File: config.mk
export PLATFORM = sky130hd
export DESIGN_NAME = axi4l_reg_subsystem
export DESIGN_NICKNAME = d
export VERILOG_FILES = /design/src/common/axi4l_pkg.sv /design/src/reg_slice/axi4l_skid_buffer.sv /design/src/reg_slice/axi4l_reg_slice.sv /design/src/logic/axi4l_reg_file.sv /design/src/logic/axi4l_reg_subsystem.sv
export SDC_FILE = /design/constraint.sdc
export NUM_CORES = 1
export LEC_CHECK = 0
export ABC_AREA = 0
export BUFFER_PORTS_ARGS = -buffer_cell sky130_fd_sc_hd__buf_2
export CORE_ASPECT_RATIO = 0.75
export CORE_MARGIN = 2
export CORE_UTILIZATION = 45
export DETAILED_ROUTE_END_ITERATION = 8
export SLEW_MARGIN = 20
export SYNTH_ARGS = -nofsm -noshare
export SYNTH_HDL_FRONTEND = slang
export SYNTH_SLANG_ARGS = --single-unit
File: constraint.sdc
create_clock -name aclk -period 7.4 [get_ports aclk]
set_input_delay 2.22 -clock aclk [delete_from_list [all_inputs] [get_ports aclk]]
set_output_delay 2.22 -clock aclk [all_outputs]
set_load 0.05 [all_outputs]
File: src/common/axi4l_pkg.sv
package axi4l_pkg;

    // Register map and bus sizes
    localparam int addr_wid = 32;
    localparam int data_wid = 32;
    localparam int strb_wid = data_wid / 8;
    localparam int reg_count = 8;
    localparam int reg_idx_wid = $clog2(reg_count);
    localparam logic [data_wid-1:0] reg_id_value = 32'h4158_4c31;  // "AXL1"

    // AXI response codes
    typedef logic [1:0] resp_t;

    localparam resp_t resp_okay = 2'b00;
    localparam resp_t resp_slverr = 2'b10;

    // Channel payloads
    typedef struct packed {
        logic [addr_wid-1:0] addr;
        logic [2:0]          prot;
    } ax_t;  // AW and AR

    typedef struct packed {
        logic [data_wid-1:0] data;
        logic [strb_wid-1:0] strb;
    } w_t;

    typedef struct packed {
        resp_t resp;
    } b_t;

    typedef struct packed {
        logic [data_wid-1:0] data;
        resp_t               resp;
    } r_t;

    // Register slice configuration
    typedef enum logic [1:0] {
        slice_bypass,
        slice_light,
        slice_full
    } slice_config_t;

    // Peripheral reset delay, indexed by slice_config_t
    localparam int reset_stages [3] = '{0, 1, 1};

endpackage : axi4l_pkg

File: src/reg_slice/axi4l_skid_buffer.sv
`timescale 1ns/1ns

module axi4l_skid_buffer
    import axi4l_pkg::*;
#(
    parameter type payload_t = logic,
    parameter slice_config_t cfg = slice_full
) (
    input  logic     aclk,
    input  logic     rst_n,
    input  payload_t in,
    input  logic     in_valid,
    output logic     in_ready,
    output payload_t out,
    output logic     out_valid,
    input  logic     out_ready
);

    generate
        if (cfg == slice_full) begin : g_full
            payload_t main_q;
            payload_t spare_q;
            logic     main_valid;
            logic     spare_valid;
            logic     main_load;
            logic     in_xfer;

            assign in_ready  = !spare_valid;  // Registered ready
            assign in_xfer   = in_valid && in_ready;
            assign main_load = !main_valid || out_ready;
            assign out       = main_q;
            assign out_valid = main_valid;

            always_ff @(posedge aclk or negedge rst_n) begin
                if (!rst_n) begin
                    main_valid  <= 1'b0;
                    spare_valid <= 1'b0;
                end else if (main_load) begin
                    main_valid  <= spare_valid || in_xfer;
                    spare_valid <= 1'b0;
                end else if (in_xfer) begin
                    spare_valid <= 1'b1;  // Output stalled, park item
                end
            end

            always_ff @(posedge aclk) begin
                if (main_load) begin
                    main_q <= spare_valid ? spare_q : in;  // Oldest item first
                end else if (in_xfer) begin
                    spare_q <= in;
                end
            end
        end else if (cfg == slice_light) begin : g_light
            payload_t hold_q;
            logic     hold_valid;

            assign in_ready  = !hold_valid;
            assign out       = hold_q;
            assign out_valid = hold_valid;

            always_ff @(posedge aclk or negedge rst_n) begin
                if (!rst_n) begin
                    hold_valid <= 1'b0;
                end else if (!hold_valid) begin
                    hold_valid <= in_valid;
                end else if (out_ready) begin
                    hold_valid <= 1'b0;
                end
            end

            always_ff @(posedge aclk) begin
                if (!hold_valid) begin
                    hold_q <= in;
                end
            end
        end else begin : g_bypass
            assign in_ready  = out_ready;
            assign out       = in;
            assign out_valid = in_valid;
        end
    endgenerate

endmodule : axi4l_skid_buffer

File: src/reg_slice/axi4l_reg_slice.sv
`timescale 1ns/1ns

module axi4l_reg_slice
    import axi4l_pkg::*;
#(
    parameter slice_config_t cfg = slice_full
) (
    input  logic aclk,
    input  logic rst_n,
    // Controller side
    input  ax_t  aw,
    input  logic aw_valid,
    output logic aw_ready,
    input  w_t   w,
    input  logic w_valid,
    output logic w_ready,
    output b_t   b,
    output logic b_valid,
    input  logic b_ready,
    input  ax_t  ar,
    input  logic ar_valid,
    output logic ar_ready,
    output r_t   r,
    output logic r_valid,
    input  logic r_ready,
    // Peripheral side
    output ax_t  p_aw,
    output logic p_aw_valid,
    input  logic p_aw_ready,
    output w_t   p_w,
    output logic p_w_valid,
    input  logic p_w_ready,
    input  b_t   p_b,
    input  logic p_b_valid,
    output logic p_b_ready,
    output ax_t  p_ar,
    output logic p_ar_valid,
    input  logic p_ar_ready,
    input  r_t   p_r,
    input  logic p_r_valid,
    output logic p_r_ready,
    output logic p_rst_n
);

    axi4l_skid_buffer #(.payload_t(ax_t), .cfg(cfg)) i_skid_aw (
        .aclk(aclk), .rst_n(rst_n),
        .in(aw), .in_valid(aw_valid), .in_ready(aw_ready),
        .out(p_aw), .out_valid(p_aw_valid), .out_ready(p_aw_ready)
    );

    axi4l_skid_buffer #(.payload_t(w_t), .cfg(cfg)) i_skid_w (
        .aclk(aclk), .rst_n(rst_n),
        .in(w), .in_valid(w_valid), .in_ready(w_ready),
        .out(p_w), .out_valid(p_w_valid), .out_ready(p_w_ready)
    );

    axi4l_skid_buffer #(.payload_t(ax_t), .cfg(cfg)) i_skid_ar (
        .aclk(aclk), .rst_n(rst_n),
        .in(ar), .in_valid(ar_valid), .in_ready(ar_ready),
        .out(p_ar), .out_valid(p_ar_valid), .out_ready(p_ar_ready)
    );

    // Response channels run peripheral to controller
    axi4l_skid_buffer #(.payload_t(b_t), .cfg(cfg)) i_skid_b (
        .aclk(aclk), .rst_n(rst_n),
        .in(p_b), .in_valid(p_b_valid), .in_ready(p_b_ready),
        .out(b), .out_valid(b_valid), .out_ready(b_ready)
    );

    axi4l_skid_buffer #(.payload_t(r_t), .cfg(cfg)) i_skid_r (
        .aclk(aclk), .rst_n(rst_n),
        .in(p_r), .in_valid(p_r_valid), .in_ready(p_r_ready),
        .out(r), .out_valid(r_valid), .out_ready(r_ready)
    );

    generate
        if (reset_stages[cfg] == 0) begin : g_rst_direct
            assign p_rst_n = rst_n;
        end else begin : g_rst_pipe
            logic [reset_stages[cfg]-1:0] rst_pipe;

            always_ff @(posedge aclk or negedge rst_n) begin
                if (!rst_n) begin
                    rst_pipe <= '0;  // Assert at once
                end else begin
                    rst_pipe[0] <= 1'b1;
                    for (int i = 1; i < reset_stages[cfg]; i++) begin
                        rst_pipe[i] <= rst_pipe[i-1];
                    end
                end
            end

            assign p_rst_n = rst_pipe[reset_stages[cfg]-1];
        end
    endgenerate

endmodule : axi4l_reg_slice

File: src/logic/axi4l_reg_file.sv
`timescale 1ns/1ns

module axi4l_reg_file
    import axi4l_pkg::*;
(
    input  logic aclk,
    input  logic rst_n,
    input  ax_t  aw,
    input  logic aw_valid,
    output logic aw_ready,
    input  w_t   w,
    input  logic w_valid,
    output logic w_ready,
    output b_t   b,
    output logic b_valid,
    input  logic b_ready,
    input  ax_t  ar,
    input  logic ar_valid,
    output logic ar_ready,
    output r_t   r,
    output logic r_valid,
    input  logic r_ready
);

    logic                   aw_held;
    logic                   w_held;
    ax_t                    aw_q;
    w_t                     w_q;
    ax_t                    wr_ax;
    w_t                     wr_d;
    logic                   aw_xfer;
    logic                   w_xfer;
    logic                   ar_xfer;
    logic                   wr_fire;
    logic                   wr_ok;
    logic                   rd_in_map;
    logic [reg_idx_wid-1:0] wr_idx;
    logic [reg_idx_wid-1:0] rd_idx;
    logic [data_wid-1:0]    rd_data;
    resp_t                  rd_resp;
    logic [data_wid-1:0]    regs [1:reg_count-1];

    assign aw_ready = !aw_held && !b_valid;
    assign w_ready  = !w_held && !b_valid;
    assign ar_ready = !r_valid;

    assign aw_xfer = aw_valid && aw_ready;
    assign w_xfer  = w_valid && w_ready;
    assign ar_xfer = ar_valid && ar_ready;

    // Write runs once both halves are here, held or arriving now
    assign wr_fire = (aw_held || aw_xfer) && (w_held || w_xfer);
    assign wr_ax   = aw_held ? aw_q : aw;
    assign wr_d    = w_held ? w_q : w;
    assign wr_idx  = wr_ax.addr[reg_idx_wid+1:2];
    assign wr_ok   = (wr_ax.addr[addr_wid-1:reg_idx_wid+2] == '0) && (wr_idx != '0);

    assign rd_idx    = ar.addr[reg_idx_wid+1:2];
    assign rd_in_map = (ar.addr[addr_wid-1:reg_idx_wid+2] == '0);

    always_comb begin
        rd_data = '0;
        rd_resp = resp_slverr;
        if (rd_in_map) begin
            rd_resp = resp_okay;
            if (rd_idx == '0) begin
                rd_data = reg_id_value;
            end
            for (int k = 1; k < reg_count; k++) begin
                if (rd_idx == reg_idx_wid'(k)) begin
                    rd_data = regs[k];
                end
            end
        end
    end

    always_ff @(posedge aclk or negedge rst_n) begin
        if (!rst_n) begin
            aw_held <= 1'b0;
            w_held  <= 1'b0;
            b_valid <= 1'b0;
            r_valid <= 1'b0;
        end else begin
            if (wr_fire) begin
                aw_held <= 1'b0;
                w_held  <= 1'b0;
                b_valid <= 1'b1;
            end else begin
                if (aw_xfer) aw_held <= 1'b1;
                if (w_xfer) w_held <= 1'b1;
                if (b_ready) b_valid <= 1'b0;
            end
            if (ar_xfer) begin
                r_valid <= 1'b1;
            end else if (r_ready) begin
                r_valid <= 1'b0;
            end
        end
    end

    always_ff @(posedge aclk or negedge rst_n) begin
        if (!rst_n) begin
            for (int k = 1; k < reg_count; k++) begin
                regs[k] <= '0;
            end
        end else if (wr_fire && wr_ok) begin
            for (int k = 1; k < reg_count; k++) begin
                for (int i = 0; i < strb_wid; i++) begin
                    if (wr_idx == reg_idx_wid'(k) && wr_d.strb[i]) begin
                        regs[k][8*i +: 8] <= wr_d.data[8*i +: 8];  // Byte merge
                    end
                end
            end
        end
    end

    always_ff @(posedge aclk) begin
        if (aw_xfer) aw_q <= aw;
        if (w_xfer) w_q <= w;
        if (wr_fire) b.resp <= wr_ok ? resp_okay : resp_slverr;
        if (ar_xfer) begin
            r.data <= rd_data;
            r.resp <= rd_resp;
        end
    end

endmodule : axi4l_reg_file

File: src/logic/axi4l_reg_subsystem.sv
`timescale 1ns/1ns

module axi4l_reg_subsystem
    import axi4l_pkg::*;
(
    input  logic aclk,
    input  logic rst_n,
    input  ax_t  aw,
    input  logic aw_valid,
    output logic aw_ready,
    input  w_t   w,
    input  logic w_valid,
    output logic w_ready,
    output b_t   b,
    output logic b_valid,
    input  logic b_ready,
    input  ax_t  ar,
    input  logic ar_valid,
    output logic ar_ready,
    output r_t   r,
    output logic r_valid,
    input  logic r_ready
);

    ax_t  p_aw;
    ax_t  p_ar;
    w_t   p_w;
    b_t   p_b;
    r_t   p_r;
    logic p_aw_valid, p_aw_ready, p_w_valid, p_w_ready;
    logic p_b_valid, p_b_ready, p_ar_valid, p_ar_ready;
    logic p_r_valid, p_r_ready;
    logic p_rst_n;  // Delayed release from the slice

    axi4l_reg_slice #(.cfg(slice_full)) i_axi4l_reg_slice (
        .aclk(aclk), .rst_n(rst_n),
        .aw(aw), .aw_valid(aw_valid), .aw_ready(aw_ready),
        .w(w), .w_valid(w_valid), .w_ready(w_ready),
        .b(b), .b_valid(b_valid), .b_ready(b_ready),
        .ar(ar), .ar_valid(ar_valid), .ar_ready(ar_ready),
        .r(r), .r_valid(r_valid), .r_ready(r_ready),
        .p_aw(p_aw), .p_aw_valid(p_aw_valid), .p_aw_ready(p_aw_ready),
        .p_w(p_w), .p_w_valid(p_w_valid), .p_w_ready(p_w_ready),
        .p_b(p_b), .p_b_valid(p_b_valid), .p_b_ready(p_b_ready),
        .p_ar(p_ar), .p_ar_valid(p_ar_valid), .p_ar_ready(p_ar_ready),
        .p_r(p_r), .p_r_valid(p_r_valid), .p_r_ready(p_r_ready),
        .p_rst_n(p_rst_n)
    );

    axi4l_reg_file i_axi4l_reg_file (
        .aclk(aclk), .rst_n(p_rst_n),
        .aw(p_aw), .aw_valid(p_aw_valid), .aw_ready(p_aw_ready),
        .w(p_w), .w_valid(p_w_valid), .w_ready(p_w_ready),
        .b(p_b), .b_valid(p_b_valid), .b_ready(p_b_ready),
        .ar(p_ar), .ar_valid(p_ar_valid), .ar_ready(p_ar_ready),
        .r(p_r), .r_valid(p_r_valid), .r_ready(p_r_ready)
    );

endmodule : axi4l_reg_subsystem

[Word-level counts from Yosys, hierarchy flattened]
Cells that the tools add are included.
Word-level totals
  logic and storage cells: 234
  register bits: 627
Cells by class
  bitwise logic cells: 5
  reduce and logical (&&, ||, !) cells: 111
  equality and inequality tests: 16
  muxes and demuxes: 35
Operators by type and width (count)
  32-bit two-way mux: 7
  35-bit two-way mux: 3
  36-bit two-way mux: 2
  2-bit AND reduction: 33
  27-bit zero test: 2
  1-bit logical AND: 41
  34-bit two-way mux: 1
  31-bit two-way mux: 1
  3-bit == test, second input constant: 8
  1-bit two-way mux: 18
  1-bit zero test: 14
  2-bit nonzero test: 7
  3-bit by 2-bit == test with 1-bit output, second input constant: 4
  1-bit logical OR: 12
  3-bit by 1-bit == test with 1-bit output, second input constant: 2
  2-bit two-way mux: 3
  1-bit inverter: 5
  2-bit by 1-bit inequality test with 1-bit output, second input constant: 2
  3-bit zero test: 1
  3-bit nonzero test: 1

[Depth between registers and ports, before layout]
Gate-level depths: netlist of run 1.
  depth after elaboration: 9
  depth in mapped cells: 8

[Cells and area by module]
A second synthesis of run 1 with hierarchy kept.
Second synthesis, totals
  cell total of the unflattened synthesis: 1505
  area total of the unflattened synthesis: 25753.4 µm²
By module, submodules not included
  axi4l_reg_file: times used 1, cells each 1021, area an instance 14759.2 µm²
  axi4l_skid_buffer at i_axi4l_reg_slice.i_skid_ar ...: times used 2, cells each 117, area an instance 2677.6 µm²
  axi4l_skid_buffer at i_axi4l_reg_slice.i_skid_w: times used 1, cells each 120, area an instance 2710.1 µm²
  axi4l_skid_buffer at i_axi4l_reg_slice.i_skid_r: times used 1, cells each 114, area an instance 2671.3 µm²
  axi4l_skid_buffer at i_axi4l_reg_slice.i_skid_b: times used 1, cells each 14, area an instance 229.0 µm²
  axi4l_reg_slice: times used 1, cells each 2, area an instance 28.8 µm²

[Worst setup path after synthesis of run 1]
OpenSTA, ideal clock, no wires.
  kind: register to register
  start point: register i_axi4l_reg_file.w_held
  end point: register i_axi4l_reg_slice.i_skid_w.g_full.spare_q[0] in the netlist's numbering (enable)
  setup slack: 1.017 ns
  buffers on the path: 3
  required time: 6.664 ns
  library setup time: 0.736 ns
  data arrival time: 5.647 ns
  cell stages (with the launch flop): 6
  clock period less this slack: 6.383 ns
  cell sequence: dfrtp_1 -> clkbuf_1 -> buf_2 -> buf_1 -> o21ai_0 -> nor3b_1
On the way
  longest elaborated chain between the ends: 5
Ends and longest elaborated chain
  start: declaration: line axi4l_reg_file.sv:26  | logic w_held;
  start signal: assignment: line axi4l_reg_file.sv:80  | w_held <= 1'b0;
  start signal: assignment: line axi4l_reg_file.sv:86  | w_held <= 1'b0;
  start signal: assignment: line axi4l_reg_file.sv:90  | if (w_xfer) w_held <= 1'b1;
  1-bit zero test: line axi4l_reg_file.sv:44  | assign w_ready = !w_held && !b_valid;
  1-bit logical AND: line axi4l_reg_file.sv:44
  1-bit logical OR: line axi4l_skid_buffer.sv:30  | assign main_load = !main_valid || out_ready;
  1-bit inverter (no source line)
  2-bit AND reduction (no source line)
  end signal: assignment: line axi4l_skid_buffer.sv:50  | spare_q <= in;
  end: declaration: line axi4l_skid_buffer.sv:22  | payload_t spare_q;
Every way passes these cells.
A chain may end at the register's enable or synchronous reset.

[Worst setup path in the final report of run 1]
  start point: register i_axi4l_reg_slice.i_skid_w.g_full.spare_valid
  end point: output port w_ready
On the way
  longest elaborated chain between the ends: 1
Ends and longest elaborated chain
  start: declaration: line axi4l_skid_buffer.sv:24  | logic spare_valid;
  start signal: assignment: line axi4l_skid_buffer.sv:37  | spare_valid <= 1'b0;
  start signal: assignment: line axi4l_skid_buffer.sv:40  | spare_valid <= 1'b0;
  start signal: assignment: line axi4l_skid_buffer.sv:42  | spare_valid <= 1'b1;
  1-bit zero test: line axi4l_skid_buffer.sv:28  | assign in_ready = !spare_valid;
  end: declaration: line axi4l_reg_subsystem.sv:13  | output logic w_ready,
Every way passes these cells.

==> results of run 1 <==
kinds of logic (layout without fill, tap and decap cells):
kind of cell / Yosys count / after routing / synth area share
AOI/OAI and AO/OA: 163 / 163 / 0.0592
buffers and inverters: 70 / 285 / 0.0120
DFF: 599 / 599 / 0.687
muxes: 455 / 455 / 0.215
other: 2 / 8 / 0.000307
and+or+nand+nor: 105 / 105 / 0.0264
registers in the layout, summed over array words and instances, names as in the netlist, 30 cells and up:
register and cells:
i_axi4l_reg_file.aw_q 30, i_axi4l_reg_file.r 33, i_axi4l_reg_slice.i_skid_aw.out 30, i_axi4l_reg_slice.i_skid_w.out 36, i_axi4l_reg_slice.i_skid_ar.g_full.spare_q 30, i_axi4l_reg_file.regs 224
i_axi4l_reg_file.w_q 36, i_axi4l_reg_slice.i_skid_ar.out 30, i_axi4l_reg_slice.i_skid_aw.g_full.spare_q 30, i_axi4l_reg_slice.i_skid_w.g_full.spare_q 36, i_axi4l_reg_slice.i_skid_r.out 33, i_axi4l_reg_slice.i_skid_r.g_full.spare_q 33
placed cells by master, fill, tap and decap left out, drive strengths merged, types with 3 or more instances in the layout:
cell / netlist / routed
mux2: 435 / 435
edfxtp: 360 / 360
dfrtp: 239 / 239
buf: 18 / 171
clkbuf: 48 / 73
nor2: 34 / 34
a211oi: 29 / 29
o22ai: 28 / 28
o211ai: 28 / 28
o21ai: 26 / 26
a221oi: 25 / 25
clkinv: 0 / 23
nor4: 15 / 15
mux2i: 13 / 13
a21oi: 13 / 13
nand2: 12 / 12
nand2b: 11 / 11
nor3: 8 / 8
mux4: 7 / 7
nor3b: 7 / 7
clkinvlp: 0 / 7
o221ai: 6 / 6
inv: 4 / 6
diode: 0 / 5
bufinv: 0 / 5
nor2b: 5 / 5
conb: 2 / 3
nand4: 3 / 3
worst min-delay path by stage:
stage,from,end,slack (ns)
floorplan,i_axi4l_reg_slice.i_skid_aw.out[21]$_DFFE_PN_,i_axi4l_reg_file.aw_q[21]$_DFFE_PP_,0.42
global placement,i_axi4l_reg_slice.i_skid_aw.out[20]$_DFFE_PN_,i_axi4l_reg_file.aw_q[20]$_DFFE_PP_,0.43
detailed placement,i_axi4l_reg_slice.i_skid_aw.out[20]$_DFFE_PN_,i_axi4l_reg_file.aw_q[20]$_DFFE_PP_,0.43
CTS,i_axi4l_reg_slice.i_skid_aw.out[20]$_DFFE_PN_,i_axi4l_reg_file.aw_q[20]$_DFFE_PP_,0.44
global route,i_axi4l_reg_slice.p_rst_n$_DFF_PN0_,i_axi4l_reg_file.regs[187]$_DFFE_PN0P_,0.28
finish,i_axi4l_reg_slice.p_rst_n$_DFF_PN0_,i_axi4l_reg_file.regs[187]$_DFFE_PN0P_,0.25
per-stage QoR:
step                      setup slack, ns   util
after floorplan                     0.516      -
after global placement               3.43  0.488
after detailed placement             3.39  0.488
after CTS                            3.43  0.524
after global routing                 3.39  0.524
final                                3.50  0.525
cell type report:
cell class | instances | area, µm²
Sequential cell | 599 | 16800
Timing Repair Buffer | 171 | 963
Inverter | 4 | 15.0
Multi-Input combinational cell | 726 | 7410
Antenna cell | 5 | 12.5
Clock buffer | 73 | 1570
Fill cell | 4354 | 25400
Tap cell | 712 | 891
Clock inverter | 37 | 325
worst max-delay path, delay by kind of cell, from the launching register on:
family | cells | cell delay [ns]
flip-flops | 1 | 0.32
buffers and inverters | 3 | 0.75
where the power goes:
| group | leakage [nW] | switching, mW | internal (mW) | total (mW) |
|---|---|---|---|---|
| sequential | 6.77 | 0.321 | 4.72 | 5.04 |
| clock | 0.911 | 1.26 | 1.68 | 2.93 |
| combinational | 3.71 | 1.94 | 0.819 | 2.76 |
| total | 11.4 | 3.52 | 7.22 | 10.7 |
routing by layer:
layer  vias up  share of wire
met1      6497           0.52
met3        75          0.050
met5         -              0
met4         0          0.020
li1       5811              -
met2       268           0.41
==> reports/metrics.yaml, run 1 <==
power:
  p_total_mw: 10.7
  power.leakage_nw: 11.4
  ir_drop_mv: 0.251
  power_density_nw_per_um2: 384
status:
  violations: "antenna rules"
  status: "finished with violations"
route:
  wl_per_cell_um: 21.1
  first_pass_iters: 5
  antenna_left: 1
  vias: 12700
  first_iter_violations: 815
  avgViaCountPerCell: 5.44
  drc: 0
  wirelength_um: 49000
sta:
  relSlewSlack: 0.243
  rsz0062_at_grt: "no"
  setup_viol: 0
  layout_min_cycle_time_ns: 3.90
  hold_violations: 0
  fin_crit_sh: 0.528
  finalMaxSlewViolations: 0
  worst_slew_pin_slew_ns: 1.13
  tns_ns: 0
  finalClockSkew_ns: 0.0101
  holdWs_ns: 0.251
  clock.fmax_mhz: 256
global_routing:
  overflow: 0
  grt_max_degree: 151
  grt_use_met1: 0.283
  grtUsageMet2: 0.252
  grt_first_pass_wirelength_um: 77000
  first_global_vias: 12900
  met3_usage: 0.0321
  antenna_found_initial: 1
  grt.busiest_layer: "met1"
  track_usage: 0.179
worst_setup_path:
  endpoint_kind: "output pin"
  r2r_slack_ns: 4.04
  crit_chain: "buf_4 -> inv_1 -> buf_2"
  endpoint: "w_ready"
  required_ns: 5.18
  timing.rr.start: "i_axi4l_reg_file.aw_held$_DFFE_PN0P_"
  startpoint_type: "register"
  critPathKind: "reg2out"
  critPathMaxStageDelay_ns: 0.43
  r2r-end: "i_axi4l_reg_file.regs[174]$_DFFE_PN0P_"
  critPathSlowestCell: "buf_4"
  crit_path_max_fanout: 39
  cp-startpoint: "i_axi4l_reg_slice.i_skid_w.g_full.spare_valid$_DFFE_PN0P_"
  arrival_ns: 1.68
  r2r_cells: 5
cells_and_area:
  nets: 1674
  stdcell_count: 2327
  drive_gt1_frac: 0.469
  fin_area_um2: 28000
  area_delta_synth_final_pct: 14.5
floorplan:
  ios: 154
  row_count: 73
  dieArea_um2: 56200
  start_util: 0.458
  dieWidth_um: 273
  die_h_um: 206
  core_um2: 53300
placement:
  placed_cell_area_um2: 26000
  io_buffers: 141
  place.gp.congestion: 0.743
  dpl.cell_count: 2211
  dp_hpwl_um: 31200
job:
  drv_cap: 0
logic_synthesis:
  avgSynthCellArea_um2: 17.5
  syn_area_um2: 24400
  ys.flop_type: "edfxtp_1"
  synth_most_common_cell: "mux2_2"
  yosysTopAreaCellShare: 0.442
  synth_cell_types: 48
  ys_seq_elements: 599
  synthCells: 1394
  synth-seq-area-share: 0.687
  synth_edf_count: 360
  synth-async-reset-ratio: 0.399
  synthTopCellsByCount: "mux2_2 (419), edfxtp_1 (360), dfrtp_1 (239), clkbuf_1 (48), nor2_1 (34)"
  yosysTopAreaCell: "edfxtp_1"
  synth_warnings: 0
  synth_area_leaders: "edfxtp_1 (44%), dfrtp_1 (24%), mux2_2 (19%), o211ai_4 (1.2%), mux2_4 (0.98%)"
clocking:
  post-cts-setup-buffer-count: 0
  hold_buffers: 0
  htree_levels: 2
  clk_path_buf_depth: 3
  clk_pin_slew_ns: 0.06
  cts_resized: 0
  insertion_delay_ns: 0.61
  tritoncts: "done"
  cts_buffers: 59
  cts_sinks: 599
  root_buffer: "clkbuf_16"
min_path:
  hp-class: "reg2async"
Note: power is estimated with default switching activity, not from simulation.
==> inputs of run 2 (changes only) <==
clock period = 3.15 ns   (was 7.4 ns; I/O delays follow)
==> reports/metrics.yaml, run 2 (synthesis gave the netlist of run 1 again) <==
cells_and_area:
  largest_register_ff_count: 224  # unchanged
  final_cell_mix: "mux2_2 (419), edfxtp_1 (360), dfrtp_1 (236)"  # was mux2_2 (419), edfxtp_1 (360), dfrtp_1 (238)
  largest-register: "i_axi4l_reg_file.regs"  # unchanged
  final_common_cell: "mux2_2"  # unchanged
  fin_area_um2: 28200  # was 28,000 µm²
  area_delta_synth_final_pct: 15.5  # was 14.5%
  nets: 1698  # was 1,674
  drive_gt1_frac: 0.480  # was 0.469
min_path:
  hp-class: "reg2async"  # unchanged
placement:
  io_buffers: 141  # unchanged
  placed_cell_area_um2: 26300  # was 26,000 µm²
  place.gp.congestion: 0.807  # was 0.743
  dp_hpwl_um: 33000  # was 31,200 µm
route:
  first_iter_violations: 793  # was 815
  first_pass_iters: 5  # unchanged
  drc: 0  # unchanged
  wirelength_um: 49900  # was 49,000 µm
  avgViaCountPerCell: 5.40  # was 5.44
  wl_per_cell_um: 21.3  # was 21.1 µm
  antenna_left: 0  # was 1
  vias: 12700  # about the same
clocking:
  htree_levels: 2  # unchanged
  insertion_delay_ns: 0.62  # was 0.61 ns
  cts_resized: 0  # unchanged
  tritoncts: "done"  # unchanged
  root_buffer: "clkbuf_16"  # unchanged
  post-cts-setup-buffer-count: 0  # unchanged
  clk_path_buf_depth: 3  # unchanged
  cts_buffers: 58  # was 59
  cts_sinks: 599  # unchanged
  hold_buffers: 0  # unchanged
  clk_pin_slew_ns: 0.07  # was 0.06 ns
global_routing:
  overflow: 0  # unchanged
  track_usage: 0.181  # was 0.179
  first_global_vias: 13000  # was 12,900
  antenna_found_initial: 0  # was 1
  grt_first_pass_wirelength_um: 78000  # was 77,000 µm
  grt_max_degree: 91  # was 151
sta:
  setup_viol: 0  # unchanged
  worst_slew_pin_slew_ns: 0.930  # was 1.13 ns
  finalMaxSlewViolations: 0  # unchanged
  rsz0062_at_grt: "no"  # unchanged
  layout_min_cycle_time_ns: 2.74
  tns_ns: 0  # unchanged
  clock.fmax_mhz: 365
  holdWs_ns: 0.167  # was 0.251 ns
  finalClockSkew_ns: 0.0308  # was 0.0101 ns
  relSlewSlack: 0.376  # was 0.243
  fin_crit_sh: 0.870
  hold_violations: 0  # unchanged
worst_setup_path:
  arrival_ns: 3.24  # was 1.68 ns
  r2r_slack_ns: 0.41  # was 4.04 ns
  critPathKind: "reg2reg"  # was reg2out
  endpoint_kind: "register"  # was output pin
  timing.rr.start: "i_axi4l_reg_file.aw_held$_DFFE_PN0P_"  # unchanged
  r2r_cells: 5  # unchanged
  r2r-end: "i_axi4l_reg_file.regs[109]$_DFFE_PN0P_"  # was i_axi4l_reg_file.regs[174]$_DFFE_PN0P_
  crit_path_max_fanout: 8  # was 39
  required_ns: 3.65  # was 5.18 ns
  startpoint_type: "register"  # unchanged
floorplan:
  row_count: 73  # unchanged
  dieArea_um2: 56200  # unchanged
  ios: 154  # unchanged
  core_um2: 53300  # unchanged
  dieWidth_um: 273  # unchanged
  start_util: 0.458  # unchanged
  die_h_um: 206  # unchanged
power:
  power_density_nw_per_um2: 901  # was 384 nW/µm²
  ir_drop_mv: 0.515  # was 0.251 mV
  power.leakage_nw: 11.5  # was 11.4 nW
job:
  drv_cap: 0  # unchanged
status:
  status: "finished clean"  # was finished with violations
run 2: layout make-up:
cell class / count / area [µm²]
Antenna cell: 1 / 2.50
Clock buffer: 74 / 1560
Clock inverter: 35 / 310
Fill cell: 4374 / 25100
Inverter: 4 / 15.0
Multi-Input combinational cell: 726 / 7450
Sequential cell: 599 / 16800
Tap cell: 712 / 891
Timing Repair Buffer: 196 / 1190
run 2: routing by layer:
metal	global-route usage	routed length, µm
met1	0.290	26300
met2	0.253	20500
met3	0.0288	2120
met4	0.0468	919
met5	0	0
run 2: worst max path at each step:
stage / endpoint / cells past startpoint / slack, ns / startpoint
finish: i_axi4l_reg_file.regs[109]$_DFFE_PN0P_ / 5 / 0.41 / i_axi4l_reg_file.aw_held$_DFFE_PN0P_
global route: i_axi4l_reg_file.regs[110]$_DFFE_PN0P_ / 5 / 0.28 / i_axi4l_reg_file.aw_held$_DFFE_PN0P_
CTS: i_axi4l_reg_file.regs[110]$_DFFE_PN0P_ / 5 / 0.38 / i_axi4l_reg_file.aw_held$_DFFE_PN0P_
detailed placement: i_axi4l_reg_file.regs[110]$_DFFE_PN0P_ / 5 / 0.39 / i_axi4l_reg_file.aw_held$_DFFE_PN0P_
global placement: i_axi4l_reg_file.regs[13]$_DFFE_PN0P_ / 5 / 0.42 / i_axi4l_reg_file.aw_held$_DFFE_PN0P_
floorplan: i_axi4l_reg_slice.i_skid_r.g_full.spare_q[10]$_DFFE_PP_ / 2 / -0.52 / r_ready
run 2: per-stage QoR:
step	power [mW]	worst slack, ns	std cells	utilization
floorplan	16.3	-0.517	1395	-
global placement	18.6	0.420	2237	0.494
detailed placement	18.8	0.387	2237	0.494
CTS	25.7	0.381	2346	0.529
global route	26.7	0.282	2346	0.529
finish	25.4	0.408	2347	0.529
run 2: worst max-delay path, stage by stage (launching register included):
cell      delay, ns
dfrtp_1        0.59
nor4b_4        0.32
nand4_4        0.27
a221oi_4       0.57
o211ai_2       0.46
mux2_2         0.40
run 2: power breakdown:
| group | total [mW] | switching, mW | internal (mW) |
|---|---|---|---|
| Clock | 6.88 | 2.96 | 3.91 |
| Combinational | 6.61 | 4.51 | 2.10 |
| Sequential | 11.9 | 0.854 | 11.1 |
| Total | 25.4 | 8.33 | 17.1 |
==> inputs of run 3 (changes only) <==
CORE_UTILIZATION = 30   (was 45)
CTS_BUF_LIST = sky130_fd_sc_hd__clkbuf_8   (was unset)
==> reports/metrics.yaml, run 3 (synthesis gave the netlist of run 1 again) <==
status:
  status: "finished clean"  # unchanged
clocking:
  post-cts-setup-buffer-count: 0  # unchanged
  clk_path_buf_depth: 3  # unchanged
  cts_sinks: 599  # unchanged
  hold_buffers: 0  # unchanged
  root_buffer: "clkbuf_8"  # was clkbuf_16
  clk_pin_slew_ns: 0.06  # was 0.07 ns
  cts_buffers: 100  # was 58
  cts_resized: 0  # unchanged
  tritoncts: "done"  # unchanged
  insertion_delay_ns: 0.69  # was 0.62 ns
  htree_levels: 3  # was 2
power:
  power_density_nw_per_um2: 875  # was 901 nW/µm²
  ir_drop_mv: 0.442  # was 0.515 mV
  power.leakage_nw: 11.8  # was 11.5 nW
  p_total_mw: 25.2  # was 25.4 mW
cells_and_area:
  final_util: 0.357  # was 0.529
  largest-register: "i_axi4l_reg_file.regs"  # unchanged
  area_delta_synth_final_pct: 17.7  # was 15.5%
  fin_area_um2: 28700  # was 28,200 µm²
  largest_register_ff_count: 224  # unchanged
  drive_gt1_frac: 0.483  # was 0.480
  fillers: 7575  # was 4,374
  final_common_cell: "mux2_2"  # unchanged
  final_cell_mix: "mux2_2 (419), edfxtp_1 (360), dfrtp_1 (236)"  # unchanged
  stdcell_count: 2771  # was 2,347
  nets: 1742  # was 1,698
route:
  wl_per_cell_um: 19.3  # was 21.3 µm
  first_pass_iters: 5  # unchanged
  first_iter_violations: 862  # was 793
  avgViaCountPerCell: 4.66  # was 5.40
  vias: 12900  # was 12,700
  antenna_left: 0  # unchanged
  wirelength_um: 53300  # was 49,900 µm
  drc: 0  # unchanged
placement:
  dpl.cell_count: 2585  # was 2,237
  place.gp.congestion: 0.726  # was 0.807
  io_buffers: 141  # unchanged
  placed_cell_area_um2: 26800  # was 26,300 µm²
  dp_hpwl_um: 34900  # was 33,000 µm
worst_setup_path:
  startpoint_type: "register"  # unchanged
  r2r_cells: 6  # was 5
  arrival_ns: 3.47  # was 3.24 ns
  timing.rr.start: "i_axi4l_reg_file.aw_held$_DFFE_PN0P_"  # unchanged
  crit_path_max_fanout: 8  # unchanged
  r2r-end: "i_axi4l_reg_file.regs[101]$_DFFE_PN0P_"  # was i_axi4l_reg_file.regs[109]$_DFFE_PN0P_
  r2r_slack_ns: 0.24  # was 0.41 ns
  endpoint: "i_axi4l_reg_file.regs[101]$_DFFE_PN0P_"  # was i_axi4l_reg_file.regs[109]$_DFFE_PN0P_
  endpoint_kind: "register"  # unchanged
  critPathKind: "reg2reg"  # unchanged
  cp-startpoint: "i_axi4l_reg_file.aw_held$_DFFE_PN0P_"  # unchanged
  required_ns: 3.70  # was 3.65 ns
global_routing:
  first_global_vias: 13800  # was 13,000
  track_usage: 0.129  # was 0.181
  grt_first_pass_wirelength_um: 83700  # was 78,000 µm
  grt_max_degree: 92  # was 91
  overflow: 0  # unchanged
  antenna_found_initial: 9  # was 0
floorplan:
  dieWidth_um: 334  # was 273 µm
  start_util: 0.303  # was 0.458
  dieArea_um2: 83800  # was 56,200 µm²
  ios: 154  # unchanged
  die_h_um: 251  # was 206 µm
  core_um2: 80500  # was 53,300 µm²
  row_count: 90  # was 73
job:
  drv_cap: 0  # unchanged
sta:
  finalClockSkew_ns: 0.0355  # was 0.0308 ns
  fin_crit_sh: 0.925  # was 0.870
  finalMaxSlewViolations: 0  # unchanged
  holdWs_ns: 0.215  # was 0.167 ns
  setup_viol: 0  # unchanged
  worst_slew_pin_slew_ns: 0.915  # was 0.930 ns
  layout_min_cycle_time_ns: 2.91  # was 2.74 ns
  clock.fmax_mhz: 343  # was 365 MHz
  relSlewSlack: 0.390  # was 0.376
  hold_violations: 0  # unchanged
  rsz0062_at_grt: "no"  # unchanged
min_path:
  hp-class: "in2async"  # was reg2async
run 3: changes by cell type in the layout (fill, tap and decap cells not counted), sizes merged:
cell,previous run,this run
inv,5,53
clkbuf,74,115
clkinv,25,15
bufinv,5,2
clkinvlp,4,1
diode,1,4
buf,196,198
run 3: how the worst min path moves through the flow:
| stage | end | slack, ns | cells after the start |
|---|---|---|---|
| after floorplan | i_axi4l_reg_file.aw_q[21]$_DFFE_PP_ | 0.42 | 0 |
| after global placement | i_axi4l_reg_file.regs[26]$_DFFE_PN0P_ | 0.37 | 0 |
| after detailed placement | i_axi4l_reg_file.regs[218]$_DFFE_PN0P_ | 0.38 | 0 |
| after CTS | i_axi4l_reg_slice.i_skid_aw.out_valid$_DFFE_PN0N_ | 0.17 | 1 |
| after global routing | i_axi4l_reg_slice.i_skid_b.out_valid$_DFFE_PN0N_ | 0.17 | 1 |
| final | i_axi4l_reg_slice.i_skid_aw.out_valid$_DFFE_PN0N_ | 0.22 | 1 |
run 3: area by class of cell:
cell class              instances  area, µm²  share of cell area
flip-flops and latches        599      16800               0.584
multi-input cells             726       7450               0.259
clock buffers                 115       1580              0.0551
well taps                    1058       1320              0.0461
repair buffers                198       1230              0.0429
clock inverters                67        334              0.0116
inverters                       4       15.0            0.000522
diodes                          4       10.0            0.000348
run 3: per-stage QoR:
stage | TNS, ns | worst slack (ns)
5_1_grt | 0 | 0.0668
2_1_floorplan | -17.07 | -0.517
3_5_place_dp | 0 | 0.213
4_1_cts | 0 | 0.188
6_report | 0 | 0.237
3_3_place_gp | 0 | 0.337
run 3: layer usage:
metal | vias to the layer above | wire length (µm) | GRT usage
li1 | 5949 | - | -
met1 | 6619 | 26700 | 0.188
met2 | 248 | 23000 | 0.188
met3 | 95 | 2490 | 0.0315
met4 | 10 | 1110 | 0.0393
met5 | - | 58 | 0
run 3: report_power, final:
part	switching [mW]	internal, mW
clock	3.07	3.48
combinational	4.60	2.06
sequential	0.837	11.1
total	8.50	16.6
run 3: worst max-delay path, stage by stage (launching register included):
cell and delay [ns]:
dfrtp_1 0.49, buf_4 0.22, nor4_2 0.30, nand2_2 0.23, a221oi_4 0.64, o211ai_2 0.47
mux2_2 0.40
